--- src/verilog/tile_settings.svh ---
`ifndef TILE_SETTINGS_SVH
`define TILE_SETTINGS_SVH

//////////////////////////////////////////////////
// widths
//////////////////////////////////////////////////

// one flit per cycle on noc2 and noc3
`define TILE_NOC_WIDTH 64

// apb completer side
`define TILE_ADDR_WIDTH 32
`define TILE_DATA_WIDTH 64

// network id fields
`define TILE_CHIPID_WIDTH 14
`define TILE_XY_WIDTH 8
`define TILE_FBITS_WIDTH 4

// header length and message type fields
`define TILE_LEN_WIDTH 8
`define TILE_TYPE_WIDTH 8

// release waits for the top bit of this counter
`define TILE_WAKE_WIDTH 6

// level sensitive interrupt lines
`define TILE_IRQ_WIDTH 2

//////////////////////////////////////////////////
// fixed packet routing
//////////////////////////////////////////////////

// memory controller chip, only top bit set
`define TILE_DEST_CHIPID 14'h2000
`define TILE_DEST_X 8'd0
`define TILE_DEST_Y 8'd0
`define TILE_FBITS_MEM 4'h2

// responses come back to these final bits
`define TILE_FBITS_SRC 4'h5

`endif
--- src/verilog/tile_pkg.sv ---
`include "tile_settings.svh"

package tile_pkg;

  //////////////////////////////////////////////////
  // vector types
  //////////////////////////////////////////////////

  // one network flit
  typedef logic [`TILE_NOC_WIDTH-1:0] noc_flit_t;

  // apb request fields
  typedef logic [`TILE_ADDR_WIDTH-1:0] apb_addr_t;
  typedef logic [`TILE_DATA_WIDTH-1:0] apb_data_t;
  // one bit per data byte
  typedef logic [`TILE_DATA_WIDTH/8-1:0] apb_strb_t;

  // network position of a tile
  typedef logic [`TILE_CHIPID_WIDTH-1:0] chipid_t;
  typedef logic [`TILE_XY_WIDTH-1:0] coord_t;
  typedef logic [`TILE_FBITS_WIDTH-1:0] fbits_t;

  // payload flits after the header
  typedef logic [`TILE_LEN_WIDTH-1:0] msg_len_t;

  //////////////////////////////////////////////////
  // encodings
  //////////////////////////////////////////////////

  // header message type
  typedef enum logic [`TILE_TYPE_WIDTH-1:0] {
    MSG_LOAD      = 8'd19,
    MSG_STORE     = 8'd20,
    MSG_LOAD_ACK  = 8'd24,
    MSG_STORE_ACK = 8'd25,
    MSG_NACK      = 8'd33
  } msg_type_e;

  // request packer fsm
  typedef enum logic [2:0] {
    PACK_IDLE,
    PACK_HEADER,
    PACK_SOURCE,
    PACK_ADDR,
    PACK_DATA,
    PACK_WAIT
  } pack_state_e;

endpackage

--- src/verilog/irq_sync.sv ---
`timescale 1ns/10ps
`include "tile_settings.svh"

module irq_sync (
  input  logic                       clk_i,
  input  logic                       reset_l,
  input  logic [`TILE_IRQ_WIDTH-1:0] irq_i,
  input  logic                       ipi_i,
  input  logic                       time_irq_i,
  input  logic                       debug_req_i,
  output logic [`TILE_IRQ_WIDTH-1:0] irq_o,
  output logic                       ipi_o,
  output logic                       time_irq_o,
  output logic                       debug_req_o
);

  // irq lines plus ipi, timer and debug
  localparam int num_lines = `TILE_IRQ_WIDTH + 3;

  logic [num_lines-1:0] async_in;
  logic [num_lines-1:0] meta_q;
  logic [num_lines-1:0] sync_q;

  // all sources are asynchronous to clk_i
  assign async_in = {irq_i, ipi_i, time_irq_i, debug_req_i};

  // two flops per line
  always_ff @(posedge clk_i or negedge reset_l) begin
    if (!reset_l) begin
      meta_q <= '0;
      sync_q <= '0;
    end else begin
      meta_q <= async_in;
      sync_q <= meta_q;
    end
  end

  assign {irq_o, ipi_o, time_irq_o, debug_req_o} = sync_q;

endmodule

--- src/verilog/noc_req_packer.sv ---
`timescale 1ns/10ps
`include "tile_settings.svh"

module noc_req_packer
  import tile_pkg::*;
(
  input  logic      clk_i,
  input  logic      reset_l,
  input  logic      psel_i,
  input  logic      penable_i,
  input  logic      pwrite_i,
  input  apb_addr_t paddr_i,
  input  apb_data_t pwdata_i,
  input  apb_strb_t pstrb_i,
  input  chipid_t   src_chipid_i,
  input  coord_t    src_x_i,
  input  coord_t    src_y_i,
  input  logic      resp_done_i,
  output logic      noc2_valid_o,
  output noc_flit_t noc2_data_o,
  input  logic      noc2_ready_i
);

  pack_state_e state_q;
  pack_state_e state_d;

  // request held for the whole packet
  logic      req_write;
  apb_addr_t req_addr;
  apb_data_t req_data;
  apb_strb_t req_strb;

  logic      access_start;
  logic      flit_sent;
  msg_type_e req_type;
  msg_len_t  req_len;
  apb_strb_t flit_strb;

  // first cycle of the access phase
  assign access_start = psel_i & penable_i & (state_q == PACK_IDLE);
  assign flit_sent    = noc2_valid_o & noc2_ready_i;

  always_ff @(posedge clk_i) begin
    if (access_start) begin
      req_write <= pwrite_i;
      req_addr  <= paddr_i;
      req_data  <= pwdata_i;
      req_strb  <= pstrb_i;
    end
  end

  //////////////////////////////////////////////////
  // packet fsm
  //////////////////////////////////////////////////

  always_comb begin
    state_d = state_q;
    case (state_q)
      PACK_IDLE: begin
        if (access_start) begin
          state_d = PACK_HEADER;
        end
      end
      PACK_HEADER: begin
        if (flit_sent) begin
          state_d = PACK_SOURCE;
        end
      end
      PACK_SOURCE: begin
        if (flit_sent) begin
          state_d = PACK_ADDR;
        end
      end
      PACK_ADDR: begin
        // loads carry no data flit
        if (flit_sent) begin
          state_d = req_write ? PACK_DATA : PACK_WAIT;
        end
      end
      PACK_DATA: begin
        if (flit_sent) begin
          state_d = PACK_WAIT;
        end
      end
      PACK_WAIT: begin
        // hold off the next access until the response is back
        if (resp_done_i) begin
          state_d = PACK_IDLE;
        end
      end
      default: state_d = PACK_IDLE;
    endcase
  end

  always_ff @(posedge clk_i or negedge reset_l) begin
    if (!reset_l) begin
      state_q <= PACK_IDLE;
    end else begin
      state_q <= state_d;
    end
  end

  //////////////////////////////////////////////////
  // flit build
  //////////////////////////////////////////////////

  assign req_type  = req_write ? MSG_STORE : MSG_LOAD;
  assign req_len   = req_write ? msg_len_t'(3) : msg_len_t'(2);
  // full mask for loads
  assign flit_strb = req_write ? req_strb : '1;

  assign noc2_valid_o = state_q inside {PACK_HEADER, PACK_SOURCE, PACK_ADDR, PACK_DATA};

  // state and captured request only, so stable under backpressure
  always_comb begin
    case (state_q)
      PACK_HEADER: noc2_data_o = {`TILE_DEST_CHIPID, `TILE_DEST_X, `TILE_DEST_Y,
                                  `TILE_FBITS_MEM, req_len, req_type, 14'b0};
      PACK_SOURCE: noc2_data_o = {22'b0, flit_strb, src_chipid_i, src_x_i, src_y_i,
                                  `TILE_FBITS_SRC};
      PACK_ADDR:   noc2_data_o = {{(`TILE_NOC_WIDTH-`TILE_ADDR_WIDTH){1'b0}}, req_addr};
      PACK_DATA:   noc2_data_o = req_data;
      default:     noc2_data_o = '0;
    endcase
  end

endmodule

--- src/verilog/noc_resp_unpacker.sv ---
`timescale 1ns/10ps
`include "tile_settings.svh"

module noc_resp_unpacker
  import tile_pkg::*;
(
  input  logic      clk_i,
  input  logic      reset_l,
  input  logic      noc3_valid_i,
  input  noc_flit_t noc3_data_i,
  output logic      noc3_ready_o,
  output apb_data_t prdata_o,
  output logic      pready_o,
  output logic      pslverr_o
);

  // header fields
  msg_len_t                    hdr_len;
  logic [`TILE_TYPE_WIDTH-1:0] hdr_type;
  logic                        hdr_ok;

  // packet progress
  logic     in_body_q;
  msg_len_t remain_q;
  logic     load_q;
  logic     err_q;

  logic flit_rcvd;
  logic last_flit;
  logic last_err;

  assign flit_rcvd = noc3_valid_i & noc3_ready_o;
  assign hdr_len   = noc3_data_i[29:22];
  assign hdr_type  = noc3_data_i[21:14];

  // nack and unknown types end in an apb error
  assign hdr_ok = (hdr_type == MSG_LOAD_ACK) || (hdr_type == MSG_STORE_ACK);

  // a zero length header ends the packet by itself
  assign last_flit = flit_rcvd &&
                     (in_body_q ? (remain_q == msg_len_t'(1)) : (hdr_len == '0));
  assign last_err  = in_body_q ? err_q : !hdr_ok;

  always_ff @(posedge clk_i or negedge reset_l) begin
    if (!reset_l) begin
      in_body_q    <= 1'b0;
      remain_q     <= '0;
      load_q       <= 1'b0;
      err_q        <= 1'b0;
      noc3_ready_o <= 1'b0;
      pready_o     <= 1'b0;
      pslverr_o    <= 1'b0;
    end else begin
      // single cycle completion
      pready_o     <= last_flit;
      pslverr_o    <= last_flit & last_err;
      // closed during the completion cycle
      noc3_ready_o <= !last_flit;
      if (flit_rcvd) begin
        in_body_q <= !last_flit;
      end
      if (flit_rcvd && !in_body_q) begin
        remain_q <= hdr_len;
        load_q   <= (hdr_type == MSG_LOAD_ACK);
        err_q    <= !hdr_ok;
      end else if (flit_rcvd) begin
        remain_q <= remain_q - msg_len_t'(1);
      end
    end
  end

  // read data follows a load ack
  always_ff @(posedge clk_i) begin
    if (flit_rcvd && in_body_q && load_q) begin
      prdata_o <= noc3_data_i;
    end
  end

endmodule

--- src/verilog/noc_tile_top.sv ---
`timescale 1ns/10ps
`include "tile_settings.svh"

module noc_tile_top
  import tile_pkg::*;
(
  input  logic                       clk_i,
  input  logic                       reset_l,
  output logic                       spc_grst_l,
  // static network position
  input  chipid_t                    src_chipid_i,
  input  coord_t                     src_x_i,
  input  coord_t                     src_y_i,
  // async interrupt and debug lines
  input  logic [`TILE_IRQ_WIDTH-1:0] irq_i,
  input  logic                       ipi_i,
  input  logic                       time_irq_i,
  input  logic                       debug_req_i,
  output logic [`TILE_IRQ_WIDTH-1:0] irq_o,
  output logic                       ipi_o,
  output logic                       time_irq_o,
  output logic                       debug_req_o,
  // apb completer
  input  logic                       psel_i,
  input  logic                       penable_i,
  input  logic                       pwrite_i,
  input  apb_addr_t                  paddr_i,
  input  apb_data_t                  pwdata_i,
  input  apb_strb_t                  pstrb_i,
  output apb_data_t                  prdata_o,
  output logic                       pready_o,
  output logic                       pslverr_o,
  // request network
  output logic                       noc2_valid_o,
  output noc_flit_t                  noc2_data_o,
  input  logic                       noc2_ready_i,
  // response network
  input  logic                       noc3_valid_i,
  input  noc_flit_t                  noc3_data_i,
  output logic                       noc3_ready_o
);

  // apb completion releases the packer
  logic resp_done;

  assign resp_done = pready_o;

  //////////////////////////////////////////////////
  // reset and interrupt conditioning
  //////////////////////////////////////////////////

  tile_reset_ctrl i_reset_ctrl (
    .clk_i      (clk_i),
    .reset_l    (reset_l),
    .spc_grst_l (spc_grst_l)
  );

  // everything below runs on the released tile reset
  irq_sync i_irq_sync (
    .clk_i       (clk_i),
    .reset_l     (spc_grst_l),
    .irq_i       (irq_i),
    .ipi_i       (ipi_i),
    .time_irq_i  (time_irq_i),
    .debug_req_i (debug_req_i),
    .irq_o       (irq_o),
    .ipi_o       (ipi_o),
    .time_irq_o  (time_irq_o),
    .debug_req_o (debug_req_o)
  );

  //////////////////////////////////////////////////
  // noc bridge
  //////////////////////////////////////////////////

  noc_req_packer i_req_packer (
    .clk_i        (clk_i),
    .reset_l      (spc_grst_l),
    .psel_i       (psel_i),
    .penable_i    (penable_i),
    .pwrite_i     (pwrite_i),
    .paddr_i      (paddr_i),
    .pwdata_i     (pwdata_i),
    .pstrb_i      (pstrb_i),
    .src_chipid_i (src_chipid_i),
    .src_x_i      (src_x_i),
    .src_y_i      (src_y_i),
    .resp_done_i  (resp_done),
    .noc2_valid_o (noc2_valid_o),
    .noc2_data_o  (noc2_data_o),
    .noc2_ready_i (noc2_ready_i)
  );

  noc_resp_unpacker i_resp_unpacker (
    .clk_i        (clk_i),
    .reset_l      (spc_grst_l),
    .noc3_valid_i (noc3_valid_i),
    .noc3_data_i  (noc3_data_i),
    .noc3_ready_o (noc3_ready_o),
    .prdata_o     (prdata_o),
    .pready_o     (pready_o),
    .pslverr_o    (pslverr_o)
  );

endmodule

--- src/verilog/tile_reset_ctrl.sv ---
`timescale 1ns/10ps
`include "tile_settings.svh"

module tile_reset_ctrl (
  input  logic clk_i,
  input  logic reset_l,
  output logic spc_grst_l
);

  //////////////////////////////////////////////////
  // wake-up counter
  //////////////////////////////////////////////////

  logic [`TILE_WAKE_WIDTH-1:0] wake_cnt;
  logic                        wake_done;
  logic                        rst_pre_l;
  logic                        rst_meta;

  // network-side srams need time to initialise
  assign wake_done = wake_cnt[`TILE_WAKE_WIDTH-1];

  // saturates once the top bit is set
  always_ff @(posedge clk_i or negedge reset_l) begin
    if (!reset_l) begin
      wake_cnt <= '0;
    end else if (!wake_done) begin
      wake_cnt <= wake_cnt + {{(`TILE_WAKE_WIDTH-1){1'b0}}, 1'b1};
    end
  end

  //////////////////////////////////////////////////
  // reset synchronizer
  //////////////////////////////////////////////////

  // gated with the raw reset
  assign rst_pre_l = wake_done & reset_l;

  // assert asynchronously, release after two flops
  always_ff @(posedge clk_i or negedge reset_l) begin
    if (!reset_l) begin
      rst_meta   <= 1'b0;
      spc_grst_l <= 1'b0;
    end else begin
      rst_meta   <= rst_pre_l;
      spc_grst_l <= rst_meta;
    end
  end

endmodule

--- config.mk ---
export PLATFORM = sky130hd
export DESIGN_NAME = noc_tile_top
export DESIGN_NICKNAME = d
export VERILOG_FILES = /design/src/verilog/tile_pkg.sv /design/src/verilog/irq_sync.sv /design/src/verilog/noc_req_packer.sv /design/src/verilog/noc_resp_unpacker.sv /design/src/verilog/noc_tile_top.sv /design/src/verilog/tile_reset_ctrl.sv
export VERILOG_INCLUDE_DIRS = /design/src /design/src/verilog
export SDC_FILE = /design/constraint.sdc
export NUM_CORES = 1
export LEC_CHECK = 0
export ABC_AREA = 1
export BUFFER_PORTS_ARGS = -buffer_cell sky130_fd_sc_hd__buf_2
export CAP_MARGIN = 20
export CELL_PAD_IN_SITES_DETAIL_PLACEMENT = 0
export CELL_PAD_IN_SITES_GLOBAL_PLACEMENT = 1
export CORE_MARGIN = 2
export CORE_UTILIZATION = 40
export CTS_BUF_LIST = sky130_fd_sc_hd__clkbuf_2 sky130_fd_sc_hd__clkbuf_4 sky130_fd_sc_hd__clkbuf_8
export DETAILED_ROUTE_END_ITERATION = 10
export GPL_ROUTABILITY_DRIVEN = 0
export HOLD_SLACK_MARGIN = 0.12
export PLACE_DENSITY_LB_ADDON = 0.1
export SKIP_LAST_GASP = 1
export SYNTH_ARGS = -nofsm -noshare
export SYNTH_HDL_FRONTEND = slang
export SYNTH_SLANG_ARGS = --single-unit
--- constraint.sdc ---
create_clock -name clk_i -period 3 [get_ports clk_i]
set_input_delay 0.6 -clock clk_i [delete_from_list [all_inputs] [get_ports clk_i]]
set_output_delay 0.6 -clock clk_i [all_outputs]
set_load 0.02 [all_outputs]
==> results.cfg <==
[run_status]
status = finished, final reports clean

[grt]
grt_pass1_wl_mm = 30.5
via_count_of_the_first_global_routing_pass = 5777
number_of_antenna_violations_at_the_first_check_in_global_routing = 5
pin_count_of_the_biggest_net_entering_global_routing = 63
gr-usage-all-layers = 0.199
gr-total-overflow = 0

[drt]
drt-pass1-iter-count = 4
wl_per_cell_um = 16.9
avgViaCountPerCell = 4.68
vias = 5621
detail_route.iter0.violations = 270
wl_mm = 20.3
remaining_drc_errors = 0
ant_nets = 0

[timing]
final-max-slew-violation-count = 0
unrepaired_setup_endpoints_after_global_routing = false
worst_slew_margin_rel = 0.486
postLayoutSetupSlackWorst_ns = 0.235
post-route-period-util = 0.922
final_hold_viol_count = 0
skew_ns = 0.0206
setup_total_negative_slack_ns = 0
period_minus_slack_ns = 2.77
worst_pin_slew_ns = 0.769
max_freq_ghz = 0.362
setup_viol = 0

[setup_path]
timing.critical_path.from_type = flip-flop
timing.critical_path.cells = nand3_1, clkinv_2, nand2_1, nand4_1, buf_2
path_max_fanout = 30
critical_path_depth = 5
cp.arrival_ns = 2.17
critical-path-top-delay-family = simple AND/OR/NAND/NOR gates
critical_path.n_buffers_inverters = 2
crit_path_max_incr_delay_ns = 0.51
ff2ff_path_depth = 2
worst_setup_path_end_kind = primary output
critical_path_class = reg2out
worst_ep_required_time_ns = 2.40
slowest_cell_on_the_critical_path = sky130_fd_sc_hd__dfrtp_1

[clocking]
clk_lat_worst_skew_ns = 0.52
clock_sink_count = 204
ctsHtreeMaxLevel = 2
clk_transition_reported_paths_ns = 0.06
ctsLongestPathBuffers = 3
clock_tree.root_cell = sky130_fd_sc_hd__clkbuf_8
number_of_buffers_created_by_cts = 35
clock_tree_from_tritoncts = yes

[layout]
flow.area_growth_from_synthesis_pct = 36.7
drive_gt1_frac = 0.445
regArea_sq_um = 5950
final.fill_count = 1694
layout_commonest_cell = sky130_fd_sc_hd__buf_2
final_design_area_no_fill_sq_um = 10400
most_used_cells_in_the_layout_excluding_fill_and_tap_cells = sky130_fd_sc_hd__buf_2, sky130_fd_sc_hd__edfxtp_1, sky130_fd_sc_hd__nand2_1
count_of_nets_after_finishing = 1149
multi_input_area_sq_um = 1370

[die]
die_area_sq_um = 20100
io_pins = 348
die_w_um = 142
die_h_um = 142
floorplan.initialDensity = 0.407
core_region_area_sq_um = 18600
floorplan.rows = 50

[yosys]
ys_seq_elements = 204
synth_top_family_by_area = simple AND/OR/NAND/NOR gates
synth_area_leader_cell = sky130_fd_sc_hd__edfxtp_1
synth.mux.area_fraction = 0
synth_adder_area_share = 0.00494
synth_xor_area_frac = 0.00692
synth_sequential_area_ratio = 0.784
mappedNetlistNets = 774
post_synth_num_cell_types = 32
synth_area_leaders = sky130_fd_sc_hd__edfxtp_1, sky130_fd_sc_hd__dfrtp_1, sky130_fd_sc_hd__nand2_1
synthesis.area_sq_um = 7590
yosysWarningCount = 0
post_synth_and_or_nand_nor_area_fraction = 0.133
netlist.area_leader.share = 0.668
synth_cells = 561
postSynthAreaPerCell_sq_um = 13.5
synth_compound_area_frac = 0.0293

[pwr]
max-vdd-ir-drop_mv = 0.447
pwr_density_cell_nw_per_um2 = 849
power.static_leakage_nw = 4.73

[min_path]
worst_hold_path.num_cells = 1
min-delay-path-class = in2reg

[placed_design]
dpl-instance-area_sq_um = 9630
place.port_buffers = 347
dp.final_hpwl_mm = 15.2
dpl_worst_slack_ns = 0.611

[run]
number_of_violations_of_the_max_capacitance_limit = 0
==> cell families (layout without fill, tap and decap cells) <==
logic type / Yosys count / after routing
flip-flops: 204 / 204
adder cells (fa/ha/maj): 3 / 3
AND/OR/NAND/NOR: 242 / 242
other: 0 / 3
XOR/XNOR: 6 / 6
buffers and inverters: 69 / 471
AO/OA/AOI/OAI: 37 / 37
==> cells in the mapped netlist <==
library cell	instances
sky130_fd_sc_hd__ha_1	3
sky130_fd_sc_hd__clkinv_1	1
sky130_fd_sc_hd__nand3_2	1
sky130_fd_sc_hd__o21ai_2	1
sky130_fd_sc_hd__nor4_1	1
sky130_fd_sc_hd__o21ai_1	4
sky130_fd_sc_hd__inv_1	47
sky130_fd_sc_hd__inv_2	5
sky130_fd_sc_hd__edfxtp_1	169
sky130_fd_sc_hd__buf_2	6
sky130_fd_sc_hd__xnor2_1	4
sky130_fd_sc_hd__a21oi_1	7
sky130_fd_sc_hd__nor2_4	1
sky130_fd_sc_hd__o211ai_1	3
sky130_fd_sc_hd__nand2_1	141
sky130_fd_sc_hd__o21a_1	1
sky130_fd_sc_hd__nor2_1	44
sky130_fd_sc_hd__dfrtp_1	35
sky130_fd_sc_hd__o221ai_1	2
sky130_fd_sc_hd__nand2_2	2
sky130_fd_sc_hd__nand3b_1	1
sky130_fd_sc_hd__nand4_1	10
sky130_fd_sc_hd__buf_4	7
sky130_fd_sc_hd__buf_6	3
sky130_fd_sc_hd__a22o_1	4
sky130_fd_sc_hd__nand3_1	37
sky130_fd_sc_hd__o22ai_1	1
sky130_fd_sc_hd__xor2_1	2
sky130_fd_sc_hd__nor2_2	1
sky130_fd_sc_hd__o21ai_0	14
sky130_fd_sc_hd__nor3_1	2
sky130_fd_sc_hd__nor3b_1	1
==> flip-flops by register name (all words and copies together), names as in the netlist <==
signal,cells
i_req_packer.req_data,64
i_irq_sync.meta_q,5
i_resp_unpacker.load_q,1
i_irq_sync.sync_q,5
i_req_packer.req_strb,8
i_resp_unpacker.prdata_o,64
i_resp_unpacker.remain_q,8
i_reset_ctrl.wake_cnt,6
i_reset_ctrl.spc_grst_l,1
i_resp_unpacker.noc3_ready_o,1
i_resp_unpacker.in_body_q,1
i_resp_unpacker.err_q,1
i_resp_unpacker.pslverr_o,1
i_resp_unpacker.pready_o,1
i_reset_ctrl.rst_meta,1
i_req_packer.req_addr,32
i_req_packer.req_write,1
i_req_packer.state_q,3
==> report_power, final <==
group	total (mW)	switching [mW]	internal, mW
registers	3.78	0.179	3.60
logic	2.47	1.70	0.767
clock network	2.57	1.09	1.48
total	8.81	2.97	5.85
==> path summary, 6_finish.rpt <==
| check | startpoint | to | slack, ns |
|---|---|---|---|
| worst max-delay path | i_req_packer.state_q[0]$_DFFE_PN0P_ | noc2_data_o[15] | 0.23 |
| worst min-delay path | irq_i[0] | i_irq_sync.meta_q[3]$_DFF_PN0_ | 0.20 |
| worst max register to register | i_req_packer.state_q[1]$_DFFE_PN0P_ | i_req_packer.req_addr[3]$_DFFE_PP_ | 1.17 |
| worst min register to register | i_reset_ctrl.spc_grst_l$_DFF_PN0_ | i_resp_unpacker.pslverr_o$_DFF_PN0_ | 0.28 |
| max in group asynchronous | reset_l | i_reset_ctrl.wake_cnt[2]$_DFFE_PN0N_ | 2.35 |
| min in group asynchronous | i_reset_ctrl.spc_grst_l$_DFF_PN0_ | i_resp_unpacker.pslverr_o$_DFF_PN0_ | 0.28 |
==> metrics by stage <==
step / hold slack, ns / instances / total power [mW] / util
CTS: 0.160 / 1197 / 8.94 / 0.556
global placement: 0.273 / 1132 / 6.28 / 0.516
detailed placement: 0.293 / 1132 / 6.33 / 0.516
floorplan: 0.304 / 561 / 5.44 / -
finish: 0.199 / 1200 / 8.81 / 0.557
global route: 0.143 / 1200 / 9.33 / 0.557
==> layer usage <==
metal,GRT usage,wire (um),share of wire,up-vias
li1,-,-,-,2685
met1,0.219,7300,0.36,2640
met2,0.343,10400,0.51,249
met3,0.0834,2060,0.10,43
met4,0.0758,510,0.025,4
met5,0,26,0.0013,-
==> final cells by class <==
cell class / instances / area share
sequential: 204 / 0.573
timing repair buffer: 354 / 0.176
multi-input combinational: 288 / 0.132
clock buffer: 55 / 0.0633
tap: 234 / 0.0282
inverter: 53 / 0.0195
clock inverter: 9 / 0.00723
antenna: 3 / 0.000723
==> worst register-to-register path, stage by stage, from the launching register on <==
cell                      delay, ns
sky130_fd_sc_hd__dfrtp_1       0.50
sky130_fd_sc_hd__nor4_4        0.37
sky130_fd_sc_hd__buf_4         0.58
==> what timing repair did <==
item / 4_1_cts / 5_1_grt
endpoints found under the setup margin: 0 / 30
hold buffers: 1 / 0
resized for setup: 0 / 3
hold endpoints to repair: 8 / 0
buffers inserted: 0 / 0
Power figures use the tool's default switching activity.
